<file path="src/design/dm_core_pkg.sv">
// core side widths fixed for an rv64 core with 64 physical registers
package dm_core_pkg;

    typedef logic [63:0] xlen_t;      // register file data
    typedef logic [4:0]  logi_reg_t;  // x0..x31
    typedef logic [5:0]  phys_reg_t;
    typedef logic [31:0] data_word_t; // one dm data word

endpackage

</file>
<file path="src/design/dm_pkg.sv">
// debug spec 1.0 subset; only the addresses below decode, all others read zero and drop writes
package dm_pkg;

    typedef logic [6:0]  dmi_addr_t;
    typedef logic [31:0] dmi_data_t;
    typedef logic [1:0]  dmi_op_t;
    typedef logic [2:0]  cmderr_t;

    // request ops
    localparam dmi_op_t DMI_NOP   = 2'd0;
    localparam dmi_op_t DMI_READ  = 2'd1;
    localparam dmi_op_t DMI_WRITE = 2'd2;
    // response ops
    localparam dmi_op_t DMI_SUCCESS = 2'd0;
    localparam dmi_op_t DMI_FAILED  = 2'd2;

    localparam cmderr_t CMDERR_NONE          = 3'd0;
    localparam cmderr_t CMDERR_NOT_SUPPORTED = 3'd2;

    localparam dmi_addr_t DATA0      = 7'h04;
    localparam dmi_addr_t DMCONTROL  = 7'h10;
    localparam dmi_addr_t DMSTATUS   = 7'h11;
    localparam dmi_addr_t HARTINFO   = 7'h12;
    localparam dmi_addr_t ABSTRACTCS = 7'h16;
    localparam dmi_addr_t COMMAND    = 7'h17;

    localparam logic [3:0]  DM_VERSION      = 4'd3;
    localparam logic [15:0] REGNO_GPR_FIRST = 16'h1000;
    localparam logic [15:0] REGNO_GPR_LAST  = 16'h101f;
    localparam logic [2:0]  AARSIZE_32      = 3'd2;
    localparam logic [2:0]  AARSIZE_64      = 3'd3;

    // field lsb positions
    localparam int DMCTRL_HALTREQ   = 31;
    localparam int DMCTRL_RESUMEREQ = 30;
    localparam int DMCTRL_HARTSELLO = 16; // 10 bits
    localparam int DMCTRL_HARTSELHI = 6;  // 10 bits
    localparam int DMCTRL_DMACTIVE  = 0;
    localparam int DMSTAT_AUTH      = 7;
    localparam int DMSTAT_HALTED    = 8;  // any/all pairs, any in the lsb
    localparam int DMSTAT_RUNNING   = 10;
    localparam int DMSTAT_UNAVAIL   = 12;
    localparam int DMSTAT_RESUMEACK = 16;
    localparam int DMSTAT_HAVERESET = 18;
    localparam int HINFO_DATASIZE   = 12;
    localparam int HINFO_DATAACCESS = 16;
    localparam int ACS_CMDERR       = 8;
    localparam int ACS_PROGBUFSIZE  = 24;
    localparam int CMD_CMDTYPE      = 24;
    localparam int CMD_AARSIZE      = 20;
    localparam int CMD_POSTEXEC     = 18;
    localparam int CMD_TRANSFER     = 17;
    localparam int CMD_WRITE        = 16;

    typedef enum logic [2:0] {IDLE, ACCESS, RENAME, TRANSFER, RESPOND} dm_state_t;

endpackage

</file>
<file path="src/design/dm_bus_if.sv">
// single cycle register strobes, no handshake; a target returns zero for foreign addresses
interface dm_bus_if import dm_pkg::*; ();

    logic      rd;    // read strobe
    logic      wr;    // write strobe
    dmi_addr_t addr;
    dmi_data_t wdata;
    dmi_data_t rdata; // combinational readback

    modport ctrl (
        output rd, wr, addr, wdata,
        input  rdata
    );

    modport target (
        input  rd, wr, addr, wdata,
        output rdata
    );

endinterface

</file>
<file path="src/design/dm_abstract_cmd.sv">
// access register for x0..x31 only, 32/64-bit; postexec and other command types give cmderr 2
module dm_abstract_cmd import dm_pkg::*; import dm_core_pkg::*; #(
    parameter int DATA_SIZE = 4
) (
    input  logic      clk_i,
    input  logic      rstn_i,
    dm_bus_if.target  bus_i,
    output logic      cmd_go_o,
    input  logic      rename_i,
    input  logic      transfer_i,
    input  xlen_t     data_pair_i,
    output logic      xfer_we_o,
    output xlen_t     xfer_wdata_o,
    output logic      xfer_size64_o,
    output logic      rnm_read_en_o,
    output logi_reg_t rnm_read_reg_o,
    input  phys_reg_t rnm_read_resp_i,
    output logic      rf_en_o,
    output phys_reg_t rf_preg_o,
    input  xlen_t     rf_rdata_i,
    output logic      rf_we_o,
    output xlen_t     rf_wdata_o
);

    cmderr_t     cmderr_q;
    logi_reg_t   regno_q;
    logic        write_q, size64_q;
    logic        cmd_wr, cmd_ok;
    logic [15:0] regno_wr;
    logic [2:0]  aarsize_wr;

    assign regno_wr   = bus_i.wdata[15:0];
    assign aarsize_wr = bus_i.wdata[CMD_AARSIZE +: 3];
    // commands are dropped while an error is pending
    assign cmd_wr     = bus_i.wr && (bus_i.addr == COMMAND) && (cmderr_q == CMDERR_NONE);
    assign cmd_ok     = (bus_i.wdata[CMD_CMDTYPE +: 8] == 8'd0)
                     && (regno_wr >= REGNO_GPR_FIRST) && (regno_wr <= REGNO_GPR_LAST)
                     && (aarsize_wr == AARSIZE_32 || aarsize_wr == AARSIZE_64)
                     && !bus_i.wdata[CMD_POSTEXEC];
    assign cmd_go_o   = cmd_wr && cmd_ok && bus_i.wdata[CMD_TRANSFER];

    always_ff @(posedge clk_i or negedge rstn_i) begin
        if (!rstn_i) begin
            cmderr_q <= CMDERR_NONE;
            regno_q  <= '0;
            write_q  <= 1'b0;
            size64_q <= 1'b0;
        end else begin
            if (cmd_wr && !cmd_ok) begin
                cmderr_q <= CMDERR_NOT_SUPPORTED;
            end else if (bus_i.wr && bus_i.addr == ABSTRACTCS) begin
                cmderr_q <= cmderr_q & ~bus_i.wdata[ACS_CMDERR +: 3]; // w1c
            end
            if (cmd_go_o) begin
                regno_q  <= logi_reg_t'(regno_wr);
                write_q  <= bus_i.wdata[CMD_WRITE];
                size64_q <= (aarsize_wr == AARSIZE_64);
            end
        end
    end

    always_comb begin
        bus_i.rdata = '0; // COMMAND reads as zero
        if (bus_i.addr == ABSTRACTCS) begin
            bus_i.rdata[ACS_PROGBUFSIZE +: 5] = 5'd0;
            bus_i.rdata[ACS_CMDERR +: 3]      = cmderr_q;
            bus_i.rdata[3:0]                  = 4'(DATA_SIZE);
        end
    end

    // rename lookup spans both phases, regfile access in transfer
    assign rnm_read_en_o  = rename_i | transfer_i;
    assign rnm_read_reg_o = regno_q;
    assign rf_preg_o      = transfer_i ? rnm_read_resp_i : '0;
    assign rf_en_o        = transfer_i && !write_q;
    assign rf_we_o        = transfer_i && write_q;
    assign rf_wdata_o     = size64_q ? data_pair_i : {32'd0, data_pair_i[31:0]};

    assign xfer_we_o     = rf_en_o; // read result lands in data words
    assign xfer_wdata_o  = rf_rdata_i;
    assign xfer_size64_o = size64_q;

    // regfile access only after a rename lookup
    a_rf_access: assert property (@(posedge clk_i) disable iff (!rstn_i)
        (rf_en_o || rf_we_o) |-> $past(rnm_read_en_o));

endmodule

</file>
<file path="src/design/dm_ctrl_fsm.sv">
// one request in flight; response 2 cycles after the request, 4 for an accepted command
module dm_ctrl_fsm import dm_pkg::*; (
    input  logic      clk_i,
    input  logic      rstn_i,
    input  logic      req_valid_i,
    output logic      req_ready_o,
    input  dmi_addr_t req_addr_i,
    input  dmi_data_t req_data_i,
    input  dmi_op_t   req_op_i,
    output logic      resp_valid_o,
    input  logic      resp_ready_i,
    output dmi_data_t resp_data_o,
    output dmi_op_t   resp_op_o,
    dm_bus_if.ctrl    hart_bus_o,
    dm_bus_if.ctrl    data_bus_o,
    dm_bus_if.ctrl    cmd_bus_o,
    input  logic      cmd_go_i,
    output logic      rename_o,
    output logic      transfer_o
);

    dm_state_t state_q, state_d;

    dmi_addr_t addr_q;
    dmi_data_t wdata_q;
    dmi_op_t   op_q;
    dmi_data_t resp_data_q;
    dmi_op_t   resp_op_q;
    logic      rd_stb, wr_stb;
    dmi_data_t rdata_all;

    assign rd_stb    = (state_q == ACCESS) && (op_q == DMI_READ);
    assign wr_stb    = (state_q == ACCESS) && (op_q == DMI_WRITE);
    assign rdata_all = hart_bus_o.rdata | data_bus_o.rdata | cmd_bus_o.rdata;

    // same strobe on every bus, targets decode
    assign hart_bus_o.rd    = rd_stb;
    assign hart_bus_o.wr    = wr_stb;
    assign hart_bus_o.addr  = addr_q;
    assign hart_bus_o.wdata = wdata_q;
    assign data_bus_o.rd    = rd_stb;
    assign data_bus_o.wr    = wr_stb;
    assign data_bus_o.addr  = addr_q;
    assign data_bus_o.wdata = wdata_q;
    assign cmd_bus_o.rd     = rd_stb;
    assign cmd_bus_o.wr     = wr_stb;
    assign cmd_bus_o.addr   = addr_q;
    assign cmd_bus_o.wdata  = wdata_q;

    assign req_ready_o  = (state_q == IDLE);
    assign resp_valid_o = (state_q == RESPOND);
    assign resp_data_o  = resp_data_q;
    assign resp_op_o    = resp_op_q;
    assign rename_o     = (state_q == RENAME);
    assign transfer_o   = (state_q == TRANSFER);

    always_comb begin
        state_d = state_q;
        case (state_q)
            IDLE:     if (req_valid_i) state_d = ACCESS;
            ACCESS:   state_d = cmd_go_i ? RENAME : RESPOND;
            RENAME:   state_d = TRANSFER;
            TRANSFER: state_d = RESPOND;
            RESPOND:  if (resp_ready_i) state_d = IDLE;
            default:  state_d = IDLE;
        endcase
    end

    always_ff @(posedge clk_i or negedge rstn_i) begin
        if (!rstn_i) begin
            state_q <= IDLE;
        end else begin
            state_q <= state_d;
        end
    end

    // request latch and response payload
    always_ff @(posedge clk_i) begin
        if (req_ready_o && req_valid_i) begin
            addr_q  <= req_addr_i;
            wdata_q <= req_data_i;
            op_q    <= req_op_i;
        end
        if (state_q == ACCESS) begin
            resp_data_q <= rd_stb ? rdata_all : '0; // writes return zero
            resp_op_q   <= (op_q == DMI_NOP || rd_stb || wr_stb) ? DMI_SUCCESS : DMI_FAILED;
        end
    end

    a_resp_hold: assert property (@(posedge clk_i) disable iff (!rstn_i)
        resp_valid_o && !resp_ready_i |=> resp_valid_o && $stable(resp_data_o)
            && $stable(resp_op_o));

    a_rename_cmd: assert property (@(posedge clk_i) disable iff (!rstn_i)
        rename_o |-> $past(cmd_go_i) && $past(wr_stb));

    // transfer belongs to a latched COMMAND write
    a_transfer_cmd: assert property (@(posedge clk_i) disable iff (!rstn_i)
        transfer_o |-> (op_q == DMI_WRITE) && (addr_q == COMMAND));

endmodule

</file>
<file path="src/design/dm_data_regs.sv">
// data0/data1 double as the 64-bit transfer window of the abstract command
module dm_data_regs import dm_pkg::*; import dm_core_pkg::*; #(
    parameter int DATA_SIZE = 4
) (
    input  logic     clk_i,
    input  logic     rstn_i,
    dm_bus_if.target bus_i,
    input  logic     xfer_we_i,
    input  xlen_t    xfer_wdata_i,
    input  logic     xfer_size64_i,
    output xlen_t    data_pair_o
);

    localparam int IDX_W = $clog2(DATA_SIZE);

    data_word_t       words_q [DATA_SIZE];
    logic             in_range;
    logic [IDX_W-1:0] idx;

    assign in_range = (bus_i.addr >= DATA0) && (bus_i.addr < DATA0 + 7'(DATA_SIZE));
    assign idx      = IDX_W'(bus_i.addr - DATA0);

    always_ff @(posedge clk_i or negedge rstn_i) begin
        if (!rstn_i) begin
            for (int i = 0; i < DATA_SIZE; i++) begin
                words_q[i] <= '0;
            end
        end else if (xfer_we_i) begin
            words_q[0] <= xfer_wdata_i[31:0];
            if (xfer_size64_i) words_q[1] <= xfer_wdata_i[63:32];
        end else if (bus_i.wr && in_range) begin
            words_q[idx] <= bus_i.wdata;
        end
    end

    assign bus_i.rdata = in_range ? words_q[idx] : '0;
    assign data_pair_o = {words_q[1], words_q[0]};

    // transfer happens only after the strobe cycle of the command
    a_xfer_no_bus_wr: assert property (@(posedge clk_i) disable iff (!rstn_i)
        !(xfer_we_i && bus_i.wr));

endmodule

</file>
<file path="src/design/dm_hart_ctrl.sv">
// single hart selection only, no hart array mask; a new haltreq drops a pending resume
module dm_hart_ctrl import dm_pkg::*; #(
    parameter int NUM_HARTS = 1,
    parameter int DATA_SIZE = 4
) (
    input  logic                 clk_i,
    input  logic                 rstn_i,
    dm_bus_if.target             bus_i,
    input  logic [NUM_HARTS-1:0] halted_i,
    input  logic [NUM_HARTS-1:0] running_i,
    input  logic [NUM_HARTS-1:0] resume_ack_i,
    input  logic [NUM_HARTS-1:0] havereset_i,
    input  logic [NUM_HARTS-1:0] unavail_i,
    output logic [NUM_HARTS-1:0] halt_request_o,
    output logic [NUM_HARTS-1:0] resume_request_o
);

    localparam int SEL_W = (NUM_HARTS > 1) ? $clog2(NUM_HARTS) : 1;

    logic [SEL_W-1:0]     hartsel_q, sel_new;
    logic [NUM_HARTS-1:0] haltreq_q, resumereq_q;
    logic                 dmactive_q;
    logic [19:0]          hartsel_wr;
    logic                 halt_new, resume_new, ctrl_wr;

    assign ctrl_wr    = bus_i.wr && (bus_i.addr == DMCONTROL);
    assign hartsel_wr = {bus_i.wdata[DMCTRL_HARTSELHI +: 10], bus_i.wdata[DMCTRL_HARTSELLO +: 10]};
    assign sel_new    = (hartsel_wr < 20'(NUM_HARTS)) ? SEL_W'(hartsel_wr) : hartsel_q;
    assign halt_new   = bus_i.wdata[DMCTRL_HALTREQ];
    assign resume_new = bus_i.wdata[DMCTRL_RESUMEREQ];

    always_ff @(posedge clk_i or negedge rstn_i) begin
        if (!rstn_i) begin
            hartsel_q   <= '0;
            haltreq_q   <= '0;
            resumereq_q <= '0;
            dmactive_q  <= 1'b0;
        end else if (ctrl_wr) begin
            hartsel_q          <= sel_new;
            haltreq_q[sel_new] <= halt_new;
            dmactive_q         <= bus_i.wdata[DMCTRL_DMACTIVE];
            if (halt_new) begin
                resumereq_q[sel_new] <= 1'b0;
            end else if (!haltreq_q[hartsel_q]) begin // old haltreq as read back
                resumereq_q[sel_new] <= resume_new;
            end
        end
    end

    assign halt_request_o   = haltreq_q;
    assign resume_request_o = resumereq_q;

    always_comb begin
        bus_i.rdata = '0;
        case (bus_i.addr)
            DMCONTROL: begin
                bus_i.rdata[DMCTRL_HALTREQ]         = haltreq_q[hartsel_q];
                bus_i.rdata[DMCTRL_HARTSELLO +: 10] = 10'(hartsel_q);
                bus_i.rdata[DMCTRL_DMACTIVE]        = dmactive_q;
            end
            DMSTATUS: begin
                bus_i.rdata[3:0]                   = DM_VERSION;
                bus_i.rdata[DMSTAT_AUTH]           = 1'b1;
                bus_i.rdata[DMSTAT_HALTED +: 2]    = {2{halted_i[hartsel_q]}};
                bus_i.rdata[DMSTAT_RUNNING +: 2]   = {2{running_i[hartsel_q]}};
                bus_i.rdata[DMSTAT_UNAVAIL +: 2]   = {2{unavail_i[hartsel_q]}};
                bus_i.rdata[DMSTAT_RESUMEACK +: 2] = {2{resume_ack_i[hartsel_q]}};
                bus_i.rdata[DMSTAT_HAVERESET +: 2] = {2{havereset_i[hartsel_q]}};
            end
            HARTINFO: begin
                bus_i.rdata[HINFO_DATASIZE +: 4] = 4'(DATA_SIZE);
                bus_i.rdata[HINFO_DATAACCESS]    = 1'b1;
            end
            default: ;
        endcase
    end

    a_halt_resume_excl: assert property (@(posedge clk_i) disable iff (!rstn_i)
        (halt_request_o & resume_request_o) == '0);

endmodule

</file>
<file path="src/design/riscv_dm.sv">
// NUM_HARTS 1..16, DATA_SIZE 2..12; no program buffer, one DMI request in flight at a time
module riscv_dm import dm_pkg::*; import dm_core_pkg::*; #(
    parameter int NUM_HARTS = 1,
    parameter int DATA_SIZE = 4
) (
    input  logic                 clk_i,
    input  logic                 rstn_i,
    // DMI request
    input  logic                 req_valid_i,
    output logic                 req_ready_o,
    input  dmi_addr_t            req_addr_i,
    input  dmi_data_t            req_data_i,
    input  dmi_op_t              req_op_i,
    // DMI response
    output logic                 resp_valid_o,
    input  logic                 resp_ready_i,
    output dmi_data_t            resp_data_o,
    output dmi_op_t              resp_op_o,
    // run control
    output logic [NUM_HARTS-1:0] halt_request_o,
    output logic [NUM_HARTS-1:0] resume_request_o,
    input  logic [NUM_HARTS-1:0] halted_i,
    input  logic [NUM_HARTS-1:0] running_i,
    input  logic [NUM_HARTS-1:0] resume_ack_i,
    input  logic [NUM_HARTS-1:0] havereset_i,
    input  logic [NUM_HARTS-1:0] unavail_i,
    // rename table and register file
    output logic                 rnm_read_en_o,
    output logi_reg_t            rnm_read_reg_o,
    input  phys_reg_t            rnm_read_resp_i,
    output logic                 rf_en_o,
    output phys_reg_t            rf_preg_o,
    input  xlen_t                rf_rdata_i,
    output logic                 rf_we_o,
    output xlen_t                rf_wdata_o
);

    dm_bus_if hart_bus ();
    dm_bus_if data_bus ();
    dm_bus_if cmd_bus ();

    logic  cmd_go;
    logic  rename;
    logic  transfer;
    logic  xfer_we;
    logic  xfer_size64;
    xlen_t xfer_wdata;
    xlen_t data_pair; // data1:data0

    dm_ctrl_fsm u_ctrl_fsm (
        .clk_i, .rstn_i,
        .req_valid_i, .req_ready_o, .req_addr_i, .req_data_i, .req_op_i,
        .resp_valid_o, .resp_ready_i, .resp_data_o, .resp_op_o,
        .hart_bus_o (hart_bus.ctrl),
        .data_bus_o (data_bus.ctrl),
        .cmd_bus_o  (cmd_bus.ctrl),
        .cmd_go_i   (cmd_go),
        .rename_o   (rename),
        .transfer_o (transfer)
    );

    dm_hart_ctrl #(.NUM_HARTS(NUM_HARTS), .DATA_SIZE(DATA_SIZE)) u_hart_ctrl (
        .clk_i, .rstn_i,
        .bus_i (hart_bus.target),
        .halted_i, .running_i, .resume_ack_i, .havereset_i, .unavail_i,
        .halt_request_o, .resume_request_o
    );

    dm_data_regs #(.DATA_SIZE(DATA_SIZE)) u_data_regs (
        .clk_i, .rstn_i,
        .bus_i         (data_bus.target),
        .xfer_we_i     (xfer_we),
        .xfer_wdata_i  (xfer_wdata),
        .xfer_size64_i (xfer_size64),
        .data_pair_o   (data_pair)
    );

    dm_abstract_cmd #(.DATA_SIZE(DATA_SIZE)) u_abstract_cmd (
        .clk_i, .rstn_i,
        .bus_i         (cmd_bus.target),
        .cmd_go_o      (cmd_go),
        .rename_i      (rename),
        .transfer_i    (transfer),
        .data_pair_i   (data_pair),
        .xfer_we_o     (xfer_we),
        .xfer_wdata_o  (xfer_wdata),
        .xfer_size64_o (xfer_size64),
        .rnm_read_en_o, .rnm_read_reg_o, .rnm_read_resp_i,
        .rf_en_o, .rf_preg_o, .rf_rdata_i, .rf_we_o, .rf_wdata_o
    );

endmodule

</file>
<file path="config.mk">
export PLATFORM = sky130hd
export DESIGN_NAME = riscv_dm
export DESIGN_NICKNAME = d
export VERILOG_FILES = /design/src/design/dm_core_pkg.sv /design/src/design/dm_pkg.sv /design/src/design/dm_bus_if.sv /design/src/design/dm_abstract_cmd.sv /design/src/design/dm_ctrl_fsm.sv /design/src/design/dm_data_regs.sv /design/src/design/dm_hart_ctrl.sv /design/src/design/riscv_dm.sv
export SDC_FILE = /design/constraint.sdc
export NUM_CORES = 1
export LEC_CHECK = 0
export ABC_AREA = 1
export BUFFER_PORTS_ARGS = -buffer_cell sky130_fd_sc_hd__buf_2
export CAP_MARGIN = 25
export CELL_PAD_IN_SITES_DETAIL_PLACEMENT = 0
export CELL_PAD_IN_SITES_GLOBAL_PLACEMENT = 1
export CORE_MARGIN = 1
export CORE_UTILIZATION = 30
export DETAILED_ROUTE_END_ITERATION = 8
export PLACE_DENSITY_LB_ADDON = 0.1
export SETUP_SLACK_MARGIN = 0.15
export SKIP_CTS_REPAIR_TIMING = 1
export SYNTH_ARGS = -nofsm -noshare
export SYNTH_HDL_FRONTEND = slang
export SYNTH_HIERARCHICAL = 1
export SYNTH_SLANG_ARGS = --single-unit
</file>
<file path="constraint.sdc">
create_clock -name clk_i -period 3.35 [get_ports clk_i]
set_clock_uncertainty 0.2 [all_clocks]
set_input_delay 0.67 -clock clk_i [delete_from_list [all_inputs] [get_ports clk_i]]
set_output_delay 0.67 -clock clk_i [all_outputs]
set_load 0.03 [all_outputs]
</file>
==> impl_metrics.toml <==
[status]
outcome = "finished clean"

[synthesis]
synthCells = 1672
yosysWarnings = 6
postSynthAreaPerCell_sq_um = 7.92
syn-cell-area_sq_um = 13300

[placement]
placed_area_sq_um = 13100
gp_congestion = 0.793
portBuffers = 234
dp_hpwl_um = 32900

[route]
initialDrtViolationCount = 835
drc = 0
via_count = 10384
ant_nets = 0
avgRoutedWirePerCell_um = 20.7
vias_per_cell = 4.60
wirelength_um = 46600
drt_pass1_iterations = 5

[sta]
min_period_ps = 2900
fin_crit_sh = 0.866
rsz0062_at_grt = "no"
tightest_slew_ps = 720
hold_ws_ps = 82.5
tns_ps = 0
finalHoldViolCount = 0
timing.max_slew.rel_slack = 0.519
drv_slew = 0
fmax_ghz = 0.345
setup_viol = 0

[grt]
grt_pass1_vias = 10029
grt_max_degree = 52
grt_pass1_wl_um = 68200
grt-ovfl-total = 0
grt_usage = 0.206
antenna_found_initial = 3

[clock_tree]
clockBufferDepth = 3
cts_buffers = 29
clock-sinks = 219
clockRootBuffer = "clkbuf_16"
h-tree-depth = 1
cts.reportedPaths.clkPinSlew_ps = 60
cts_tree = "built"
clk_latency_ps = 570

[floorplan]
die-area_sq_um = 45000
design.core.area_sq_um = 43400
die_height_um = 212
rows = 76
start_util = 0.306
ioPinCount = 236
dieWidth_um = 212

[critical_path]
setup.worst_path.end_class = "output port"
critPathMaxFanout = 10
required_ps = 2480
worstSetupPathType = "reg2out"
critPathLaunchType = "flip-flop"
cp.arrival_ps = 2030

[layout]
area_growth_pct = 6.26
finalCoreUtilization = 0.325
design_area_sq_um = 14100
nets = 1768
layout_commonest_cell = "nand2_1"
final_cell_mix = "nand2_1 (457), buf_2 (233), dfrtp_1 (145)"
num_antenna_cells = 0
drive_gt1_frac = 0.214

[power_and_ir_drop]
ir_worst_vdd_v = 0.000344
total_power_w = 0.00805
p_per_area_nw_per_um2 = 572
leakage_nw = 7.07

[job]
max-cap-violations = 0

[worst_hold_path]
worstHoldPathType = "in2reg"
[final cells by class]
cell class / count / area (sq um)
inverters: 126 / 473
clock buffers: 42 / 846
well taps: 585 / 732
fillers: 4735 / 29300
flip-flops and latches: 219 / 5850
clock inverters: 11 / 80.1
multi-input cells: 1000 / 4570
repair buffers: 272 / 1530
[where the power goes]
part	total [W]	switching [W]	leakage (nW)	internal, W
combinational	0.00148	0.00111	4.21	0.000377
sequential	0.00349	0.000350	2.40	0.00314
clock	0.00308	0.00127	0.459	0.00181
[per-stage QoR]
step,std cells,worst slack (ps)
after floorplan,1715,286
after global placement,2201,773
after detailed placement,2201,779
after CTS,2254,420
after global routing,2255,346
final,2255,449
[per-layer routing]
layer / track usage / up-vias / routed length [um]
met2: 0.296 / 330 / 19400
li1: - / 4997 / -
met3: 0.0335 / 43 / 2980
met1: 0.319 / 5012 / 23500
met5: 0 / - / 11
met4: 0.0447 / 2 / 732
[sequential cells by signal, summed over array words and instances, names as in the netlist]
| name | count |
|---|---|
| u_abstract_cmd/cmderr_q | 3 |
| u_abstract_cmd/rnm_read_reg_o | 5 |
| u_abstract_cmd/write_q | 1 |
| u_abstract_cmd/xfer_size64_o | 1 |
| u_ctrl_fsm/cmd_bus_o.addr | 7 |
| u_ctrl_fsm/cmd_bus_o.wdata | 32 |
| u_ctrl_fsm/op_q | 2 |
| u_ctrl_fsm/resp_data_o | 32 |
| u_ctrl_fsm/resp_op_o | 1 |
| u_ctrl_fsm/state_q | 3 |
| u_data_regs/data_pair_o | 64 |
| u_data_regs/words_q | 64 |
| u_hart_ctrl/dmactive_q | 1 |
| u_hart_ctrl/halt_request_o | 1 |
| u_hart_ctrl/hartsel_q | 1 |
| u_hart_ctrl/resume_request_o | 1 |
[final timing paths]
check,endpoint,start,cells after the start,slack (ps)
max,rf_en_o,u_ctrl_fsm/state_q[1],6,450
min,u_ctrl_fsm/cmd_bus_o.wdata[19],req_data_i[19],1,80
max reg2reg,u_data_regs/words_q[7],u_ctrl_fsm/cmd_bus_o.addr[5],9,740
min reg2reg,u_data_regs/words_q[56],u_data_regs/words_q[56],2,270
max in group asynchronous,u_data_regs/data_pair_o[55],rstn_i,3,1770
min in group asynchronous,u_ctrl_fsm/state_q[2],rstn_i,2,420
[critical path, stage by stage (launching register included)]
cell and delay (ps):
dfrtp_1 430, inv_1 120, nor2_1 110, buf_4 170, inv_2 50, nor2_4 310, buf_2 280
Power figures use the tool's default switching activity.
